$ cat config.mk
export PLATFORM = sky130hd
export DESIGN_NAME = lc3b_mem_pipe
export DESIGN_NICKNAME = d
export VERILOG_FILES = /design/src/logic/lc3b_types.sv /design/src/logic/stage_link_if.sv /design/src/logic/stage_ex.sv /design/src/logic/stage_mem.sv /design/src/logic/stage_wb.sv /design/src/logic/lc3b_mem_pipe.sv
export VERILOG_INCLUDE_DIRS = /design/src /design/src/logic
export SDC_FILE = /design/constraint.sdc
export NUM_CORES = 1
export LEC_CHECK = 0
export BUFFER_PORTS_ARGS = -buffer_cell sky130_fd_sc_hd__buf_2
export CORE_MARGIN = 3
export CORE_UTILIZATION = 35
export CTS_CLUSTER_DIAMETER = 200
export DETAILED_ROUTE_END_ITERATION = 10
export PLACE_DENSITY = 0.71
export RECOVER_POWER = 100
export SETUP_SLACK_MARGIN = 0.3
export SYNTH_ARGS = -nofsm -noshare
export SYNTH_HDL_FRONTEND = slang
export SYNTH_SLANG_ARGS = --single-unit
$ cat constraint.sdc
create_clock -name clk -period 2.8 [get_ports clk]
set_input_delay 0.14 -clock clk [delete_from_list [all_inputs] [get_ports clk]]
set_output_delay 0.14 -clock clk [all_outputs]
set_load 0.01 [all_outputs]
$ cat src/logic/lc3b_consts.svh
`ifndef LC3B_CONSTS_SVH
`define LC3B_CONSTS_SVH

// one data word
`define LC3B_WORD_W 16

// memory line, 8 words
`define LC3B_LINE_W 128

// line address, bits 15:4 of a byte address
`define LC3B_LADR_W 12

// one select per byte of a line
`define LC3B_SEL_W 16

`endif

$ cat src/logic/lc3b_types.sv
`default_nettype none

`include "lc3b_consts.svh"

package lc3b_types;

    typedef logic [`LC3B_WORD_W-1:0] lc3b_word;

    // n, z, p
    typedef logic [2:0] lc3b_cc;

    // LC-3b encoding, unsupported codes kept so a decode can flag them
    typedef enum logic [3:0] {
        op_br   = 4'b0000,
        op_add  = 4'b0001,
        op_ldb  = 4'b0010,
        op_stb  = 4'b0011,
        op_jsr  = 4'b0100,
        op_and  = 4'b0101,
        op_ldr  = 4'b0110,
        op_str  = 4'b0111,
        op_rti  = 4'b1000,
        op_not  = 4'b1001,
        op_ldi  = 4'b1010,
        op_sti  = 4'b1011,
        op_jmp  = 4'b1100,
        op_shf  = 4'b1101,
        op_lea  = 4'b1110,
        op_trap = 4'b1111
    } lc3b_opcode;

    typedef enum logic [1:0] {
        wb_alu = 2'b00,
        wb_mdr = 2'b01,
        wb_pcn = 2'b10
    } lc3b_wb_sel;

    typedef struct packed {
        lc3b_opcode opcode;
        logic       mem_read;
        logic       mem_write;
        logic       word_align;  // 0 = byte access
        logic       addr_sel;    // 1 = trap vector
        logic       cc_load;
        logic       br_en_load;
        logic       reg_write;
        lc3b_wb_sel wb_sel;
    } lc3b_control_word;

endpackage

`default_nettype wire

$ cat src/logic/stage_link_if.sv
`timescale 1ns/1ns
`default_nettype none

// one instruction slot between two neighbouring stages
interface stage_link_if;
    logic                         valid;
    lc3b_types::lc3b_control_word control;
    lc3b_types::lc3b_word         alu;
    lc3b_types::lc3b_word         ir;
    lc3b_types::lc3b_word         pcn;
    lc3b_types::lc3b_word         sr2;
    lc3b_types::lc3b_word         mdr;  // only meaningful after memory

    modport src (
        output valid, control, alu, ir, pcn, sr2, mdr
    );

    modport dst (
        input valid, control, alu, ir, pcn, sr2, mdr
    );

endinterface

`default_nettype wire

$ cat src/logic/stage_ex.sv
`timescale 1ns/1ns
`default_nettype none

module stage_ex (
    input  logic                 clk,
    input  logic                 rst,
    input  logic                 in_valid,
    input  lc3b_types::lc3b_word in_ir,
    input  lc3b_types::lc3b_word in_pcn,
    input  lc3b_types::lc3b_word in_sr1,
    input  lc3b_types::lc3b_word in_sr2,
    stage_link_if.src            out
);
    lc3b_types::lc3b_opcode       opcode;
    lc3b_types::lc3b_control_word ctrl;
    lc3b_types::lc3b_word         imm5;
    lc3b_types::lc3b_word         off6;
    lc3b_types::lc3b_word         off9;
    lc3b_types::lc3b_word         opnd2;
    lc3b_types::lc3b_word         alu;
    logic                         reserved;

    assign opcode = lc3b_types::lc3b_opcode'(in_ir[15:12]);
    assign imm5   = {{11{in_ir[4]}}, in_ir[4:0]};
    assign off6   = {{10{in_ir[5]}}, in_ir[5:0]};
    assign off9   = {{7{in_ir[8]}}, in_ir[8:0]};
    assign opnd2  = in_ir[5] ? imm5 : in_sr2;  // ir[5] picks the immediate form

    always_comb begin
        ctrl        = '0;
        ctrl.opcode = opcode;
        ctrl.wb_sel = lc3b_types::wb_alu;
        alu         = '0;
        reserved    = 1'b0;
        case (opcode)
            lc3b_types::op_add: begin
                ctrl.cc_load   = 1'b1;
                ctrl.reg_write = 1'b1;
                alu            = in_sr1 + opnd2;
            end
            lc3b_types::op_and: begin
                ctrl.cc_load   = 1'b1;
                ctrl.reg_write = 1'b1;
                alu            = in_sr1 & opnd2;
            end
            lc3b_types::op_not: begin
                ctrl.cc_load   = 1'b1;
                ctrl.reg_write = 1'b1;
                alu            = ~in_sr1;
            end
            lc3b_types::op_lea: begin
                ctrl.reg_write = 1'b1;  // LC-3b LEA leaves cc alone
                alu            = in_pcn + {off9[14:0], 1'b0};
            end
            lc3b_types::op_ldr, lc3b_types::op_ldb: begin
                ctrl.mem_read   = 1'b1;
                ctrl.word_align = (opcode == lc3b_types::op_ldr);
                ctrl.cc_load    = 1'b1;
                ctrl.reg_write  = 1'b1;
                ctrl.wb_sel     = lc3b_types::wb_mdr;
                alu = (opcode == lc3b_types::op_ldr) ? in_sr1 + {off6[14:0], 1'b0}
                                                     : in_sr1 + off6;
            end
            lc3b_types::op_str, lc3b_types::op_stb: begin
                ctrl.mem_write  = 1'b1;
                ctrl.word_align = (opcode == lc3b_types::op_str);
                alu = (opcode == lc3b_types::op_str) ? in_sr1 + {off6[14:0], 1'b0}
                                                     : in_sr1 + off6;
            end
            lc3b_types::op_br: begin
                ctrl.br_en_load = 1'b1;
                alu             = in_pcn + {off9[14:0], 1'b0};  // branch target
            end
            lc3b_types::op_trap: begin
                ctrl.mem_read   = 1'b1;
                ctrl.word_align = 1'b1;
                ctrl.addr_sel   = 1'b1;
                ctrl.wb_sel     = lc3b_types::wb_mdr;  // vector word goes back as new PC
            end
            default: reserved = 1'b1;  // jsr, jmp, shf, rti, ldi, sti
        endcase
    end

    always_ff @(posedge clk) begin
        if (rst) begin
            out.valid <= 1'b0;
        end else begin
            out.valid <= in_valid;
        end
    end

    always_ff @(posedge clk) begin
        out.control <= ctrl;
        out.alu     <= alu;
        out.ir      <= in_ir;
        out.pcn     <= in_pcn;
        out.sr2     <= in_sr2;
    end

    assign out.mdr = '0;  // filled in by the memory stage

    // the front end must never hand over an opcode this pipe lacks
    a_no_reserved: assert property (@(posedge clk) disable iff (rst)
        in_valid |-> !reserved);

endmodule

`default_nettype wire

$ cat src/logic/stage_mem.sv
`timescale 1ns/1ns
`default_nettype none

`include "lc3b_consts.svh"

module stage_mem (
    input  logic                    clk,
    input  logic                    rst,
    stage_link_if.dst               in,
    stage_link_if.src               out,
    output logic                    mem_req,
    output logic                    mem_we,
    output logic [`LC3B_LADR_W-1:0] mem_ladr,
    output logic [`LC3B_SEL_W-1:0]  mem_sel,
    output logic [`LC3B_LINE_W-1:0] mem_wdata,
    input  logic [`LC3B_LINE_W-1:0] mem_rdata,
    output logic                    br_en_next,
    output lc3b_types::lc3b_cc      cc
);
    lc3b_types::lc3b_word trapvect;
    lc3b_types::lc3b_word addr;
    lc3b_types::lc3b_word store_lane;
    lc3b_types::lc3b_word load_data;
    lc3b_types::lc3b_word cc_src;
    lc3b_types::lc3b_cc   cc_new;
    logic [2:0]           lane;  // word within the line

    assign trapvect = {7'b0, in.ir[7:0], 1'b0};
    assign addr     = in.control.addr_sel ? trapvect : in.alu;
    assign lane     = addr[3:1];

    assign mem_ladr = addr[15:4];
    assign mem_req  = in.valid && (in.control.mem_read || in.control.mem_write);
    assign mem_we   = in.valid && in.control.mem_write;

    // byte selects and write data, placed in lane w
    always_comb begin
        mem_sel   = '0;
        mem_wdata = '0;
        if (in.control.word_align) begin
            mem_sel[{lane, 1'b0} +: 2] = 2'b11;
            store_lane                 = in.sr2;
        end else if (addr[0]) begin  // high byte
            mem_sel[{lane, 1'b0} +: 2] = 2'b10;
            store_lane                 = {in.sr2[7:0], 8'h00};
        end else begin  // low byte
            mem_sel[{lane, 1'b0} +: 2] = 2'b01;
            store_lane                 = {8'h00, in.sr2[7:0]};
        end
        mem_wdata[{lane, 4'b0} +: 16] = store_lane;
    end

    always_comb begin
        if (in.control.word_align) begin
            load_data = mem_rdata[{lane, 4'b0} +: 16];
        end else begin
            load_data = {8'h00, mem_rdata[{addr[3:0], 3'b0} +: 8]};  // zero extend
        end
    end

    // codes follow the value that will be written back
    assign cc_src = in.control.mem_read ? load_data : in.alu;
    assign cc_new = {cc_src[15], cc_src == '0, !cc_src[15] && (cc_src != '0)};

    always_ff @(posedge clk) begin
        if (rst) begin
            cc         <= 3'b010;
            br_en_next <= 1'b0;
            out.valid  <= 1'b0;
        end else begin
            out.valid <= in.valid;
            if (in.valid && in.control.cc_load) begin
                cc <= cc_new;
            end
            // old cc here, so a BR right behind a cc setter sees its codes
            br_en_next <= in.valid && in.control.br_en_load && |(cc & in.ir[11:9]);
        end
    end

    always_ff @(posedge clk) begin
        out.control <= in.control;
        out.alu     <= in.alu;
        out.ir      <= in.ir;
        out.pcn     <= in.pcn;
        out.sr2     <= in.sr2;
        out.mdr     <= load_data;
    end

    a_we_has_req: assert property (@(posedge clk) disable iff (rst)
        mem_we |-> mem_req);

    // operands come from outside, so alignment is theirs to keep
    a_word_aligned: assert property (@(posedge clk) disable iff (rst)
        mem_req && in.control.word_align |-> !addr[0]);

endmodule

`default_nettype wire

$ cat src/logic/stage_wb.sv
`timescale 1ns/1ns
`default_nettype none

module stage_wb (
    input  logic                 clk,
    input  logic                 rst,
    stage_link_if.dst            in,
    input  logic                 br_en_next,
    output logic                 wb_valid,
    output logic                 wb_reg_write,
    output logic [2:0]           wb_dest,
    output lc3b_types::lc3b_word wb_data,
    output logic                 br_en
);
    lc3b_types::lc3b_word wb_value;
    logic [2:0]           dest;

    always_comb begin
        case (in.control.wb_sel)
            lc3b_types::wb_mdr: wb_value = in.mdr;
            lc3b_types::wb_pcn: wb_value = in.pcn;
            default:            wb_value = in.alu;
        endcase
    end

    // trap reports its vector word against R7, front end takes it as new PC
    assign dest = (in.control.opcode == lc3b_types::op_trap) ? 3'd7 : in.ir[11:9];

    always_ff @(posedge clk) begin
        if (rst) begin
            wb_valid     <= 1'b0;
            wb_reg_write <= 1'b0;
            br_en        <= 1'b0;
        end else begin
            wb_valid     <= in.valid;
            wb_reg_write <= in.valid && in.control.reg_write;
            br_en        <= br_en_next;
        end
    end

    always_ff @(posedge clk) begin
        wb_dest <= dest;
        wb_data <= wb_value;
    end

    a_write_is_valid: assert property (@(posedge clk) disable iff (rst)
        wb_reg_write |-> wb_valid);

endmodule

`default_nettype wire

$ cat src/logic/lc3b_mem_pipe.sv
`timescale 1ns/1ns
`default_nettype none

`include "lc3b_consts.svh"

module lc3b_mem_pipe (
    input  logic                    clk,
    input  logic                    rst,
    input  logic                    in_valid,
    input  lc3b_types::lc3b_word    in_ir,
    input  lc3b_types::lc3b_word    in_pcn,
    input  lc3b_types::lc3b_word    in_sr1,
    input  lc3b_types::lc3b_word    in_sr2,
    output logic                    mem_req,
    output logic                    mem_we,
    output logic [`LC3B_LADR_W-1:0] mem_ladr,
    output logic [`LC3B_SEL_W-1:0]  mem_sel,
    output logic [`LC3B_LINE_W-1:0] mem_wdata,
    input  logic [`LC3B_LINE_W-1:0] mem_rdata,
    output logic                    wb_valid,
    output logic                    wb_reg_write,
    output logic [2:0]              wb_dest,
    output lc3b_types::lc3b_word    wb_data,
    output logic                    br_en,
    output lc3b_types::lc3b_cc      cc
);
    logic br_en_next;  // registered in memory stage, one cycle ahead of br_en

    stage_link_if ex_to_mem ();
    stage_link_if mem_to_wb ();

    stage_ex u_stage_ex (
        .clk      (clk),
        .rst      (rst),
        .in_valid (in_valid),
        .in_ir    (in_ir),
        .in_pcn   (in_pcn),
        .in_sr1   (in_sr1),
        .in_sr2   (in_sr2),
        .out      (ex_to_mem.src)
    );

    stage_mem u_stage_mem (
        .clk        (clk),
        .rst        (rst),
        .in         (ex_to_mem.dst),
        .out        (mem_to_wb.src),
        .mem_req    (mem_req),
        .mem_we     (mem_we),
        .mem_ladr   (mem_ladr),
        .mem_sel    (mem_sel),
        .mem_wdata  (mem_wdata),
        .mem_rdata  (mem_rdata),
        .br_en_next (br_en_next),
        .cc         (cc)
    );

    stage_wb u_stage_wb (
        .clk          (clk),
        .rst          (rst),
        .in           (mem_to_wb.dst),
        .br_en_next   (br_en_next),
        .wb_valid     (wb_valid),
        .wb_reg_write (wb_reg_write),
        .wb_dest      (wb_dest),
        .wb_data      (wb_data),
        .br_en        (br_en)
    );

endmodule

`default_nettype wire

==> summary.txt, run 1 <==
Global route
  – Initial antenna violation count: 3
  – Leftover overflow at the end of global routing: 0
  – Aggregate global-route resource usage: 27.2%
  – Met3 capacity usage during global routing: under 10%
  – Wire length of the first global-routing pass: 56.2 mm
  – Via count of the first global-routing pass: approximately 9700
  – GR met2 Demand/Resource: between 40 and 50%
  – M1 GR Usage: roughly 34%
  – Maximum number of pins on one net before global-route repair: 33
  – Most Crowded Layer GR: met2

Die
  – Core area: 24400 um^2
  – Die height: about 160 um
  – Row count: 57
  – Area enclosed by the die boundary: approximately 27000 um^2
  – Number of top-level pins: roughly 380
  – Initial Utilization: a little over a third
  – Floorplan die width: approximately 160 um

Routing
  – Mean routed wirelength per cell: 21.9 um
  – Detailed-route wire length: about 41 mm
  – Count of nets left with antenna violations after detail routing: 0
  – Count of routing violations after the opening detailed-route iteration: between 1000 and 1500
  – First-pass iteration count of the detailed router: 6
  – Vias: 10400
  – Post-route DRC: 0
  – Vias per cell: between 5 and 6

Final layout
  – Most frequent standard cell in the layout excluding fill and tap cells: sky130_fd_sc_hd__buf_2
  – Final Cell Area: 14200 um^2
  – Number of nets in the layout: 1791
  – Commonest cells after routing, fill and taps aside: sky130_fd_sc_hd__buf_2 (220), sky130_fd_sc_hd__buf_6 (123), sky130_fd_sc_hd__dfxtp_1 (121)
  – Sequential Area: around 2500 um^2
  – Filler instances: 2161
  – Layout Area Growth over Synthesis: 62.6%
  – Total area of multi-input combinational cells: between 6000 and 7000 um^2
  – Fraction of final layout cells sized beyond drive strength 1: between 40% and 50%
  – Non-filler cells in the finished layout: about 1900

Clock network
  – Buffers from clock root to sink, at most: 2
  – TritonCTS buffer count: 17
  – Later-pin clock latency in the skew report: 410 ps
  – TritonCTS clock tree: built
  – Count of clock tree sinks: 123
  – CTS H-Tree Depth: 4
  – Post-CTS clock slew at the launch and capture registers of the worst setup and hold paths: roughly 60 ps
  – Root buffer cell: sky130_fd_sc_hd__clkbuf_16

Synth
  – Gate Count Post-Synth: roughly 1100
  – Primary FF master, synth: sky130_fd_sc_hd__dfxtp_1
  – Synthesis-stage register bit count: roughly 120
  – Number of distinct library cells after synthesis: 78
  – Sequential cell area fraction in the yosys report: 28.3%
  – Mean area per synthesized cell: about 8 um^2
  – Yosys warning count: 0
  – Post-synthesis async set-or-reset flop share: 0%
  – Mapped Nets: about 1300
  – Synthesized cell area: roughly 8700 um^2
  – Number of flops mapped to enable cells by yosys: 0

STA
  – Setup repair after global routing missed its margin: true
  – Measured slew at the worst slew-check pin: approximately 1400 ps
  – Worst max-slew margin expressed relative to the limit: under 10%
  – Number of hold violations in the final report: 0
  – Setup_tns: 0 ps
  – Final cycle utilization of the critical path: between 90% and 100%
  – Final count of negative-setup-slack endpoints: 0
  – Maximum achievable frequency: about 370 MHz
  – Time the worst path needs with I/O delays and setup: 2740 ps
  – Clk_skew: approximately 11 ps
  – Total count of max-transition violations in the final report: 0
  – Setup WS post-layout: roughly 63 ps

Critical path
  – Cell-by-cell listing of the critical path: buf_12, mux2i_4, buf_6, ha_4, ha_4, nand3_4, or3_4, nor2_4, buf_6
  – Peak fanout along the critical path: 7
  – Cell at the slowest stage of the critical path: sky130_fd_sc_hd__or3_4
  – Worst r2r path cells: 10
  – Type of the setup path with the least slack: reg2out
  – Required time of the critical path: ~2700 ps
  – Type of origin of the critical path: flop
  – CP max stage delay: about 500 ps
  – Type of element capturing the critical path: output port
  – Arrival time reported for the critical path endpoint: 2600 ps

Place
  – Port Buf Inserts: roughly 380
  – Worst slack at placement: -34.8 ps
  – Routability-driven placement congestion ratio: 0.963
  – Post-DP Area: between 10000 and 15000 um^2
  – Placed Instances: between 1500 and 2000
  – Half-perimeter wire length of the detailed placement result: roughly 30 mm

Flow run
  – Max capacitance violation total: 0

Pwr
  – Static leakage: roughly 0.0064 uW
  – PnR Total Power: 7000 uW
  – Pwr Density: roughly 490 nW/um^2
  – Highest ir drop seen on vdd: roughly 390 uV

Worst hold path
  – Worst min-delay path class: in2reg
  – Hold path cells: 2

Status
  – Run status: finished clean
power by group:
part | internal [uW] | total [uW] | switching [uW]
Combinational | 1190 | 2670 | 1480
Clock | 1350 | 2230 | 874
Sequential | 1960 | 2110 | 148
Total | 4500 | 7000 | 2500
cell families (layout without fill, tap and decap cells):
group | after synthesis | count (layout) | synth area share [%]
AND/OR/NAND/NOR | 418 | 424 | 23.3
AO/OA/AOI/OAI | 275 | 275 | 21.7
adder cells (fa/ha/maj) | 58 | 58 | 8.67
multiplexers | 68 | 69 | 10.0
other | 0 | 2 | 0
XOR/XNOR | 36 | 36 | 3.62
buffers and inverters | 84 | 566 | 4.48
flip-flops | 123 | 123 | 28.3
critical path: cells and delay by family, from the launching register on:
kind | cells | cell delay (ps)
AND/OR/NAND/NOR | 3 | 750
buffers and inverters | 3 | 390
multiplexers | 1 | 180
flip-flops | 1 | 360
adder cells (fa/ha/maj) | 2 | 500
sequential cells by signal, summed over array words and instances, names as in the netlist:
signal,cells
u_stage_ex.out.alu,16
u_stage_ex.out.ir,11
u_stage_wb.wb_reg_write,1
u_stage_wb.br_en,1
u_stage_wb.wb_data,16
u_stage_mem.out.alu,16
u_stage_mem.out.valid,1
u_stage_mem.cc,3
u_stage_mem.out.ir,3
u_stage_ex.out.control,11
u_stage_mem.br_en_next,1
u_stage_ex.out.sr2,16
u_stage_ex.out.valid,1
u_stage_mem.out.control,6
u_stage_mem.out.mdr,16
u_stage_wb.wb_dest,3
u_stage_wb.wb_valid,1
metrics by stage:
stage,utilization (%),hold slack [ps]
6_report,58.1,67.3
3_5_place_dp,47.1,244
2_1_floorplan,-,168
3_3_place_gp,47.1,244
5_1_grt,58.1,69.5
4_1_cts,53.4,57.0
per-layer routing:
layer,vias to the layer above,routed length [um]
met5,-,0
li1,4829,-
met1,4917,15400
met3,111,3750
met2,576,20400
met4,0,1570
Yosys cell counts, types with 4 or more instances:
library cell / count / area, um^2
sky130_fd_sc_hd__nand4_1: 5 / 31.3
sky130_fd_sc_hd__a22oi_1: 5 / 37.5
sky130_fd_sc_hd__a32oi_1: 4 / 35.0
sky130_fd_sc_hd__or3_1: 6 / 37.5
sky130_fd_sc_hd__and2_1: 54 / 338
sky130_fd_sc_hd__ha_1: 54 / 676
sky130_fd_sc_hd__o22ai_1: 10 / 62.6
sky130_fd_sc_hd__mux2_2: 27 / 304
sky130_fd_sc_hd__fa_1: 4 / 80.1
sky130_fd_sc_hd__buf_6: 7 / 78.8
sky130_fd_sc_hd__a221oi_1: 17 / 149
sky130_fd_sc_hd__nand2b_1: 14 / 87.6
sky130_fd_sc_hd__a211oi_2: 4 / 50.1
sky130_fd_sc_hd__buf_2: 10 / 50.1
sky130_fd_sc_hd__o211ai_1: 6 / 45.0
sky130_fd_sc_hd__o221ai_1: 9 / 78.8
sky130_fd_sc_hd__nor2b_1: 21 / 131
sky130_fd_sc_hd__dfxtp_1: 123 / 2460
sky130_fd_sc_hd__a211oi_1: 23 / 173
sky130_fd_sc_hd__nor3_1: 20 / 100
sky130_fd_sc_hd__a21oi_1: 67 / 335
sky130_fd_sc_hd__inv_1: 31 / 116
sky130_fd_sc_hd__a221o_1: 4 / 40.0
sky130_fd_sc_hd__a211o_1: 6 / 52.6
sky130_fd_sc_hd__a21o_1: 28 / 210
sky130_fd_sc_hd__clkbuf_1: 30 / 113
sky130_fd_sc_hd__nor2_1: 153 / 574
sky130_fd_sc_hd__mux4_2: 10 / 225
sky130_fd_sc_hd__mux2i_1: 25 / 250
sky130_fd_sc_hd__nor4_1: 7 / 43.8
sky130_fd_sc_hd__nand2_1: 78 / 293
sky130_fd_sc_hd__o21ai_0: 50 / 250
sky130_fd_sc_hd__xnor2_1: 21 / 184
sky130_fd_sc_hd__o21a_1: 7 / 52.6
sky130_fd_sc_hd__and3_1: 30 / 188
sky130_fd_sc_hd__nand3_1: 17 / 85.1
sky130_fd_sc_hd__xor2_1: 15 / 131
final cells by class:
type	count	area share, %
multi-input combinational	862	48.7
timing repair buffer	502	25.9
sequential	123	17.4
clock buffer	18	3.10
tap	324	2.86
clock inverter	14	1.11
inverter	32	0.900
antenna	2	0.0353
repair_timing:
item / CTS / global route
hold endpoints to repair: 33 / 0
buffers inserted: 26 / 14
pin swaps: 21 / 49
cloned: 9 / 0
endpoints found under the setup margin: 144 / 144
hold buffers: 32 / 0
resized for setup: 74 / 243
final timing paths:
path         slack (ps)                 startpoint                          to
min                  70                  in_sr2[5]       u_stage_ex.out.sr2[5]
max                  60  u_stage_ex.out.control[5]               mem_wdata[63]
min reg2reg         330  u_stage_ex.out.control[2]  u_stage_mem.out.control[2]
max reg2reg         140  u_stage_ex.out.control[5]           u_stage_mem.cc[0]
No activity file was read; power rests on OpenSTA's default activity.
==> run 2, diff against run 1 <==
--- a/config.mk
+++ b/config.mk
@@ -6,12 +6,12 @@
 export SDC_FILE = /design/constraint.sdc
 export NUM_CORES = 1
 export LEC_CHECK = 0
-export BUFFER_PORTS_ARGS = -buffer_cell sky130_fd_sc_hd__buf_2
-export CORE_MARGIN = 3
-export CORE_UTILIZATION = 35
+export CORE_AREA = 3 3 145 147
 export CTS_CLUSTER_DIAMETER = 200
 export DETAILED_ROUTE_END_ITERATION = 10
-export PLACE_DENSITY = 0.71
+export DIE_AREA = 0 0 148 150
+export DONT_BUFFER_PORTS = 1
+export PLACE_DENSITY = 0.67
 export RECOVER_POWER = 100
 export SETUP_SLACK_MARGIN = 0.3
 export SYNTH_ARGS = -nofsm -noshare
==> run 2 against run 1 <==
Sequential share of layout area grew 3.1 points. Cell area down 15%. Fmax increased by 1.1%. Critical path depth up 1. Non-clock buffer count down 340. Register-to-register slack gained 50 ps. Sequential power hardly changed. Routed wire length fell by 4.6%. Clock power hardly changed. Die area shrank 17%. Flip-flop and latch count unchanged. Hold slack worse by 23 ps. Largest power group unchanged.
==> summary.txt, run 2 (synthesized netlist as in run 1, its figures left out) <==
Die
  – Die height: about 150 um
  – Area enclosed by the die boundary: ~22000 um^2
  – Initial Utilization: approximately 43%
  – Floorplan die width: 148 um
  – Row count: 52
  – Core area: between 20000 and 25000 um^2
  – Number of top-level pins: roughly 380

Critical path
  – Peak fanout along the critical path: 8
  – Number of buffer and inverter stages on the critical path: 5
  – Required time of the critical path: about 2700 ps
  – Type of element capturing the critical path: output port
  – CP max stage delay: 340 ps
  – Type of the setup path with the least slack: reg2out
  – Most Frequent Cell on Critical Path: sky130_fd_sc_hd__buf_6
  – Worst r2r path cells: 10
  – Type of origin of the critical path: flop
  – Arrival time reported for the critical path endpoint: between 2000 and 3000 ps
  – Cell-by-cell listing of the critical path: buf_6, mux2i_4, buf_6, buf_6, ha_4, buf_6, nand4b_1, buf_6, nor2_4, and2_1
  – Crit. path cell count: 10
  – Critical path's top delay family: buffers and inverters
  – Cell at the slowest stage of the critical path: sky130_fd_sc_hd__dfxtp_2

STA
  – Total count of max-transition violations in the final report: 0
  – Final cycle utilization of the critical path: a little over nine tenths
  – Worst max-slew margin expressed relative to the limit: 49.4%
  – Maximum achievable frequency: approximately 370 MHz
  – Time the worst path needs with I/O delays and setup: 2710 ps
  – Number of hold violations in the final report: 0
  – Setup WS post-layout: approximately 93 ps
  – Setup repair after global routing missed its margin: true
  – Measured slew at the worst slew-check pin: approximately 760 ps
  – Clk_skew: 9.68 ps
  – Final count of negative-setup-slack endpoints: 0

Routing
  – Post-route DRC: 0
  – Mean routed wirelength per cell: 26.3 um
  – First-pass iteration count of the detailed router: 5
  – Vias: about 9300
  – Count of routing violations after the opening detailed-route iteration: ~900
  – Vias per cell: roughly 6.3
  – Detailed-route wire length: about 39 mm
  – Count of nets left with antenna violations after detail routing: 0

Final layout
  – Layout Area Growth over Synthesis: 38.1%
  – Commonest cells after routing, fill and taps aside: sky130_fd_sc_hd__dfxtp_1 (121), sky130_fd_sc_hd__nor2_1 (80), sky130_fd_sc_hd__buf_4 (76)
  – Filler instances: 1741
  – Final Core Density: 60.1%
  – Fraction of final layout cells sized beyond drive strength 1: 31.2%
  – Most frequent standard cell in the layout excluding fill and tap cells: sky130_fd_sc_hd__dfxtp_1
  – Number of nets in the layout: about 1500

Worst hold path
  – Hold path cells: 3
  – Worst min-delay path class: in2reg

Global route
  – Wire length of the first global-routing pass: roughly 54 mm
  – Initial antenna violation count: 10
  – Leftover overflow at the end of global routing: 0
  – Via count of the first global-routing pass: 8697
  – Maximum number of pins on one net before global-route repair: 31
  – Aggregate global-route resource usage: 31.8%

Clock network
  – TritonCTS buffer count: 17
  – Root buffer cell: sky130_fd_sc_hd__clkbuf_16
  – Count of clock tree sinks: ~120
  – Later-pin clock latency in the skew report: 410 ps
  – Post-CTS clock slew at the launch and capture registers of the worst setup and hold paths: about 60 ps
  – CTS H-Tree Depth: 4
  – TritonCTS clock tree: built
  – Buffers from clock root to sink, at most: 2

Pwr
  – Static leakage: approximately 0.0049 uW
  – Pwr Density: 565 nW/um^2
  – Highest ir drop seen on vdd: around 430 uV

Place
  – Worst slack at placement: approximately 140 ps
  – Routability-driven placement congestion ratio: 0.988
  – Port Buf Inserts: 0
  – Half-perimeter wire length of the detailed placement result: between 20 and 30 mm

Flow run
  – Max capacitance violation total: 0

Status
  – Run status: finished clean
[run 2: routing by layer]
metal  vias to the layer above  GRT usage [%]  wire (um)
li1                       4172              -          -
met1                      4488           39.7      14800
met2                       561           50.1      18300
met3                       103           10.6       4520
met4                         2           13.7       1540
met5                         -              0         13
[run 2: final cells by class]
cell class / instances / area (um^2) / share of cell area (%)
multi-input combinational: 864 / 6920 / 57.5
sequential: 123 / 2460 / 20.5
timing repair buffer: 162 / 1560 / 12.9
clock buffer: 20 / 447 / 3.71
tap: 270 / 338 / 2.81
clock inverter: 12 / 161 / 1.34
inverter: 32 / 128 / 1.06
antenna: 9 / 22.5 / 0.187
[run 2: path summary, 6_finish.rpt]
path / to / slack, ps / from
max: mem_wdata[16] / 90 / u_stage_ex.out.control[5]
min: u_stage_ex.out.alu[4] / 40 / in_sr1[4]
max reg2reg: u_stage_mem.cc[0] / 190 / u_stage_ex.out.control[5]
min reg2reg: u_stage_mem.out.control[9] / 330 / u_stage_ex.out.control[9]
[run 2: worst register-to-register path: cells and delay by family (launching register included)]
| kind | cells | cell delay, ps |
|---|---|---|
| buffers and inverters | 2 | 300 |
| flip-flops | 1 | 340 |
| multiplexers | 1 | 370 |
| AO/OA/AOI/OAI | 5 | 1340 |
| AND/OR/NAND/NOR | 2 | 210 |
[run 2: power breakdown]
group	switching [uW]	total [uW]	internal (uW)
Combinational	1350	2410	1060
Clock	822	2260	1430
Sequential	179	2140	1960
[run 2: timing repair]
action	4_1_cts	5_1_grt
gates resized for setup	113	104
setup endpoints to repair	146	145
hold buffers	38	0
gates cloned	10	1
setup buffers	32	19
pin swaps	30	33
endpoints found under the hold margin	53	0
[run 2: metrics by stage]
stage	hold WS [ps]	cell area [um^2]	instances	TNS, ps	total power (uW)
after global routing	57.9	12000	1492	-85.3	7070
after global placement	168	9680	1351	0	4000
after floorplan	168	9110	1062	0	3500
final	44.2	12000	1492	0	6800
after detailed placement	168	9680	1351	0	4000
after CTS	27.5	11500	1463	0	6550
==> run 3, diff against run 2 <==
--- a/config.mk
+++ b/config.mk
@@ -6,14 +6,15 @@
 export SDC_FILE = /design/constraint.sdc
 export NUM_CORES = 1
 export LEC_CHECK = 0
-export CORE_AREA = 3 3 145 147
+export CORE_AREA = 3 3 147 149
 export CTS_CLUSTER_DIAMETER = 200
 export DETAILED_ROUTE_END_ITERATION = 10
-export DIE_AREA = 0 0 148 150
+export DIE_AREA = 0 0 150 152
 export DONT_BUFFER_PORTS = 1
-export PLACE_DENSITY = 0.67
+export PLACE_DENSITY = 0.81
 export RECOVER_POWER = 100
-export SETUP_SLACK_MARGIN = 0.3
+export SETUP_SLACK_MARGIN = 0.15
 export SYNTH_ARGS = -nofsm -noshare
 export SYNTH_HDL_FRONTEND = slang
+export SYNTH_HIERARCHICAL = 1
 export SYNTH_SLANG_ARGS = --single-unit
==> run 3 against run 2 <==
Flip-flop and latch count grew 33. Sequential share of layout area grew 2.6 points. Clock skew grew 6.8 ps. Final cell count grew 13%. Non-clock buffer count grew 34. Clock-buffer cell count shrank 2. Area after synthesis grew 22%. Combinational power grew 9.1%. Clock power grew 4%. Power grew 12%. Largest power group is now registers. Worst setup slack lost 43 ps.
==> summary.txt, run 3 <==
Global route
  – Aggregate global-route resource usage: a little under two fifths
  – Initial antenna violation count: 5
  – Leftover overflow at the end of global routing: 0
  – Maximum number of pins on one net before global-route repair: 31
  – Via count of the first global-routing pass: 10800
  – Wire length of the first global-routing pass: approximately 65 mm

Clock network
  – Later-pin clock latency in the skew report: approximately 430 ps
  – Count of clock tree sinks: 156
  – TritonCTS clock tree: built
  – CTS H-Tree Depth: 4
  – TritonCTS buffer count: 17
  – Post-CTS clock slew at the launch and capture registers of the worst setup and hold paths: about 60 ps
  – Root buffer cell: sky130_fd_sc_hd__clkbuf_16
  – Buffers from clock root to sink, at most: 2

Critical path
  – Cell at the slowest stage of the critical path: sky130_fd_sc_hd__a22oi_1
  – Arrival time reported for the critical path endpoint: around 3000 ps
  – Most Frequent Cell on Critical Path: sky130_fd_sc_hd__buf_4
  – Peak fanout along the critical path: 8
  – Critical path's top delay family: compound AO/OA/AOI/OAI gates
  – CP max stage delay: 430 ps
  – Type of the setup path with the least slack: reg2reg
  – Required time of the critical path: roughly 3100 ps
  – Type of element capturing the critical path: flop
  – Cell-by-cell listing of the critical path: buf_8, buf_4, nor2b_1, a22oi_1, nor2_1, a22oi_2, nand4_1, nor4_2, buf_4, a31oi_4, a22o_1
  – Number of buffer and inverter stages on the critical path: 3
  – Type of origin of the critical path: flop

Final layout
  – Layout Area Growth over Synthesis: 27.8%
  – Number of nets in the layout: roughly 1700
  – Fraction of final layout cells sized beyond drive strength 1: approximately a quarter
  – Filler instances: 1548
  – Commonest cells after routing, fill and taps aside: sky130_fd_sc_hd__dfxtp_1 (153), sky130_fd_sc_hd__nand2_1 (119), sky130_fd_sc_hd__buf_4 (111)
  – Most frequent standard cell in the layout excluding fill and tap cells: sky130_fd_sc_hd__dfxtp_1

Synth
  – Mapped Nets: around 1500
  – Gate Count Post-Synth: ~1300
  – Mean area per synthesized cell: around 8.5 um^2
  – Yosys warning count: 6
  – Synthesized cell area: approximately 11000 um^2

Pwr
  – PnR Total Power: between 7000 and 8000 uW
  – Static leakage: roughly 0.0057 uW
  – Highest ir drop seen on vdd: between 400 and 500 uV
  – Pwr Density: 559 nW/um^2

STA
  – Final cycle utilization of the critical path: 98.2%
  – Total count of max-transition violations in the final report: 0
  – Setup WS post-layout: 50.1 ps
  – Measured slew at the worst slew-check pin: around 1100 ps
  – Final count of negative-setup-slack endpoints: 0
  – Setup repair after global routing missed its margin: true
  – Clk_skew: 16.5 ps
  – Setup_tns: 0 ps
  – Maximum achievable frequency: approximately 360 MHz
  – Worst max-slew margin expressed relative to the limit: around 30%
  – Hold WS: ~22 ps
  – Time the worst path needs with I/O delays and setup: about 2700 ps
  – Number of hold violations in the final report: 0

Place
  – Half-perimeter wire length of the detailed placement result: 32.2 mm
  – Port Buf Inserts: 0
  – Worst slack at placement: 51.2 ps
  – Routability-driven placement congestion ratio: around 0.99

Die
  – Row count: 52
  – Initial Utilization: about 52%
  – Die height: approximately 150 um
  – Number of top-level pins: 378
  – Floorplan die width: 150 um
  – Area enclosed by the die boundary: about 23000 um^2
  – Core area: a little over 20000 um^2

Routing
  – Vias per cell: around 6.6
  – Count of routing violations after the opening detailed-route iteration: between 1000 and 1500
  – Count of nets left with antenna violations after detail routing: 0
  – Vias: around 11000
  – Detailed-route wire length: between 40 and 50 mm
  – Mean routed wirelength per cell: around 27 um
  – First-pass iteration count of the detailed router: 6
  – Post-route DRC: 0

Status
  – Run status: finished clean

Worst hold path
  – Worst min-delay path class: in2reg

Flow run
  – Max capacitance violation total: 0
## run 3: timing repair
item,4_1_cts,5_1_grt
cloned,6,7
pin swaps,15,25
hold buffers,53,0
setup endpoints to repair,146,111
gates resized for setup,67,93
setup buffers,17,19
hold endpoints to repair,67,0
## run 3: final timing paths
check | endpoint | cells after the start | start | slack (ps)
worst max-delay path | u_stage_mem/cc[0] | 11 | u_stage_ex/out.control[5] | 50
worst min-delay path | u_stage_ex/out.alu[15] | 3 | in_sr1[15] | 20
worst min register to register | u_stage_mem/out.pcn[13] | 0 | u_stage_ex/out.pcn[13] | 330
worst max register to register | u_stage_mem/cc[0] | 11 | u_stage_ex/out.control[5] | 50
## run 3: layout make-up
type	count	area, um^2	area share (%)
clock inverters	14	180	1.33
multi-input cells	994	7530	55.4
repair buffers	196	1830	13.5
clock buffers	18	429	3.16
inverters	34	140	1.03
flip-flops and latches	156	3130	23.0
well taps	270	338	2.49
diodes	3	7.51	0.0552
## run 3: worst register-to-register path: cells and delay by family (launching register included)
family | cells | cell delay [ps]
simple gates | 4 | 870
flops | 1 | 380
buf+inv | 3 | 450
compound gates | 4 | 950
## run 3: power breakdown
part | leakage (uW) | switching, uW | internal [uW] | total, uW
combinational | 0.00409 | 1440 | 1190 | 2630
clock | 0.000295 | 986 | 1350 | 2340
sequential | 0.00131 | 182 | 2450 | 2630
total | 0.00569 | 2610 | 4990 | 7600
## run 3: stage by stage
stage | instances | instance area, um^2 | util, %
3_3_place_gp | 1548 | 11400 | 56.1
5_1_grt | 1684 | 13600 | 66.9
4_1_cts | 1656 | 13000 | 64.0
2_1_floorplan | 1251 | 10700 | -
3_5_place_dp | 1548 | 11400 | 56.1
6_report | 1685 | 13600 | 66.9
## run 3: routing by layer
metal	global-route usage, %	share of wire (%)	routed length, um	up-vias
met2	59.2	46	20900	897
met5	0	0.048	22	-
met1	45.0	36	16300	5257
met4	16.6	5.7	2590	4
li1	-	-	-	4850
met3	11.9	13	5930	190
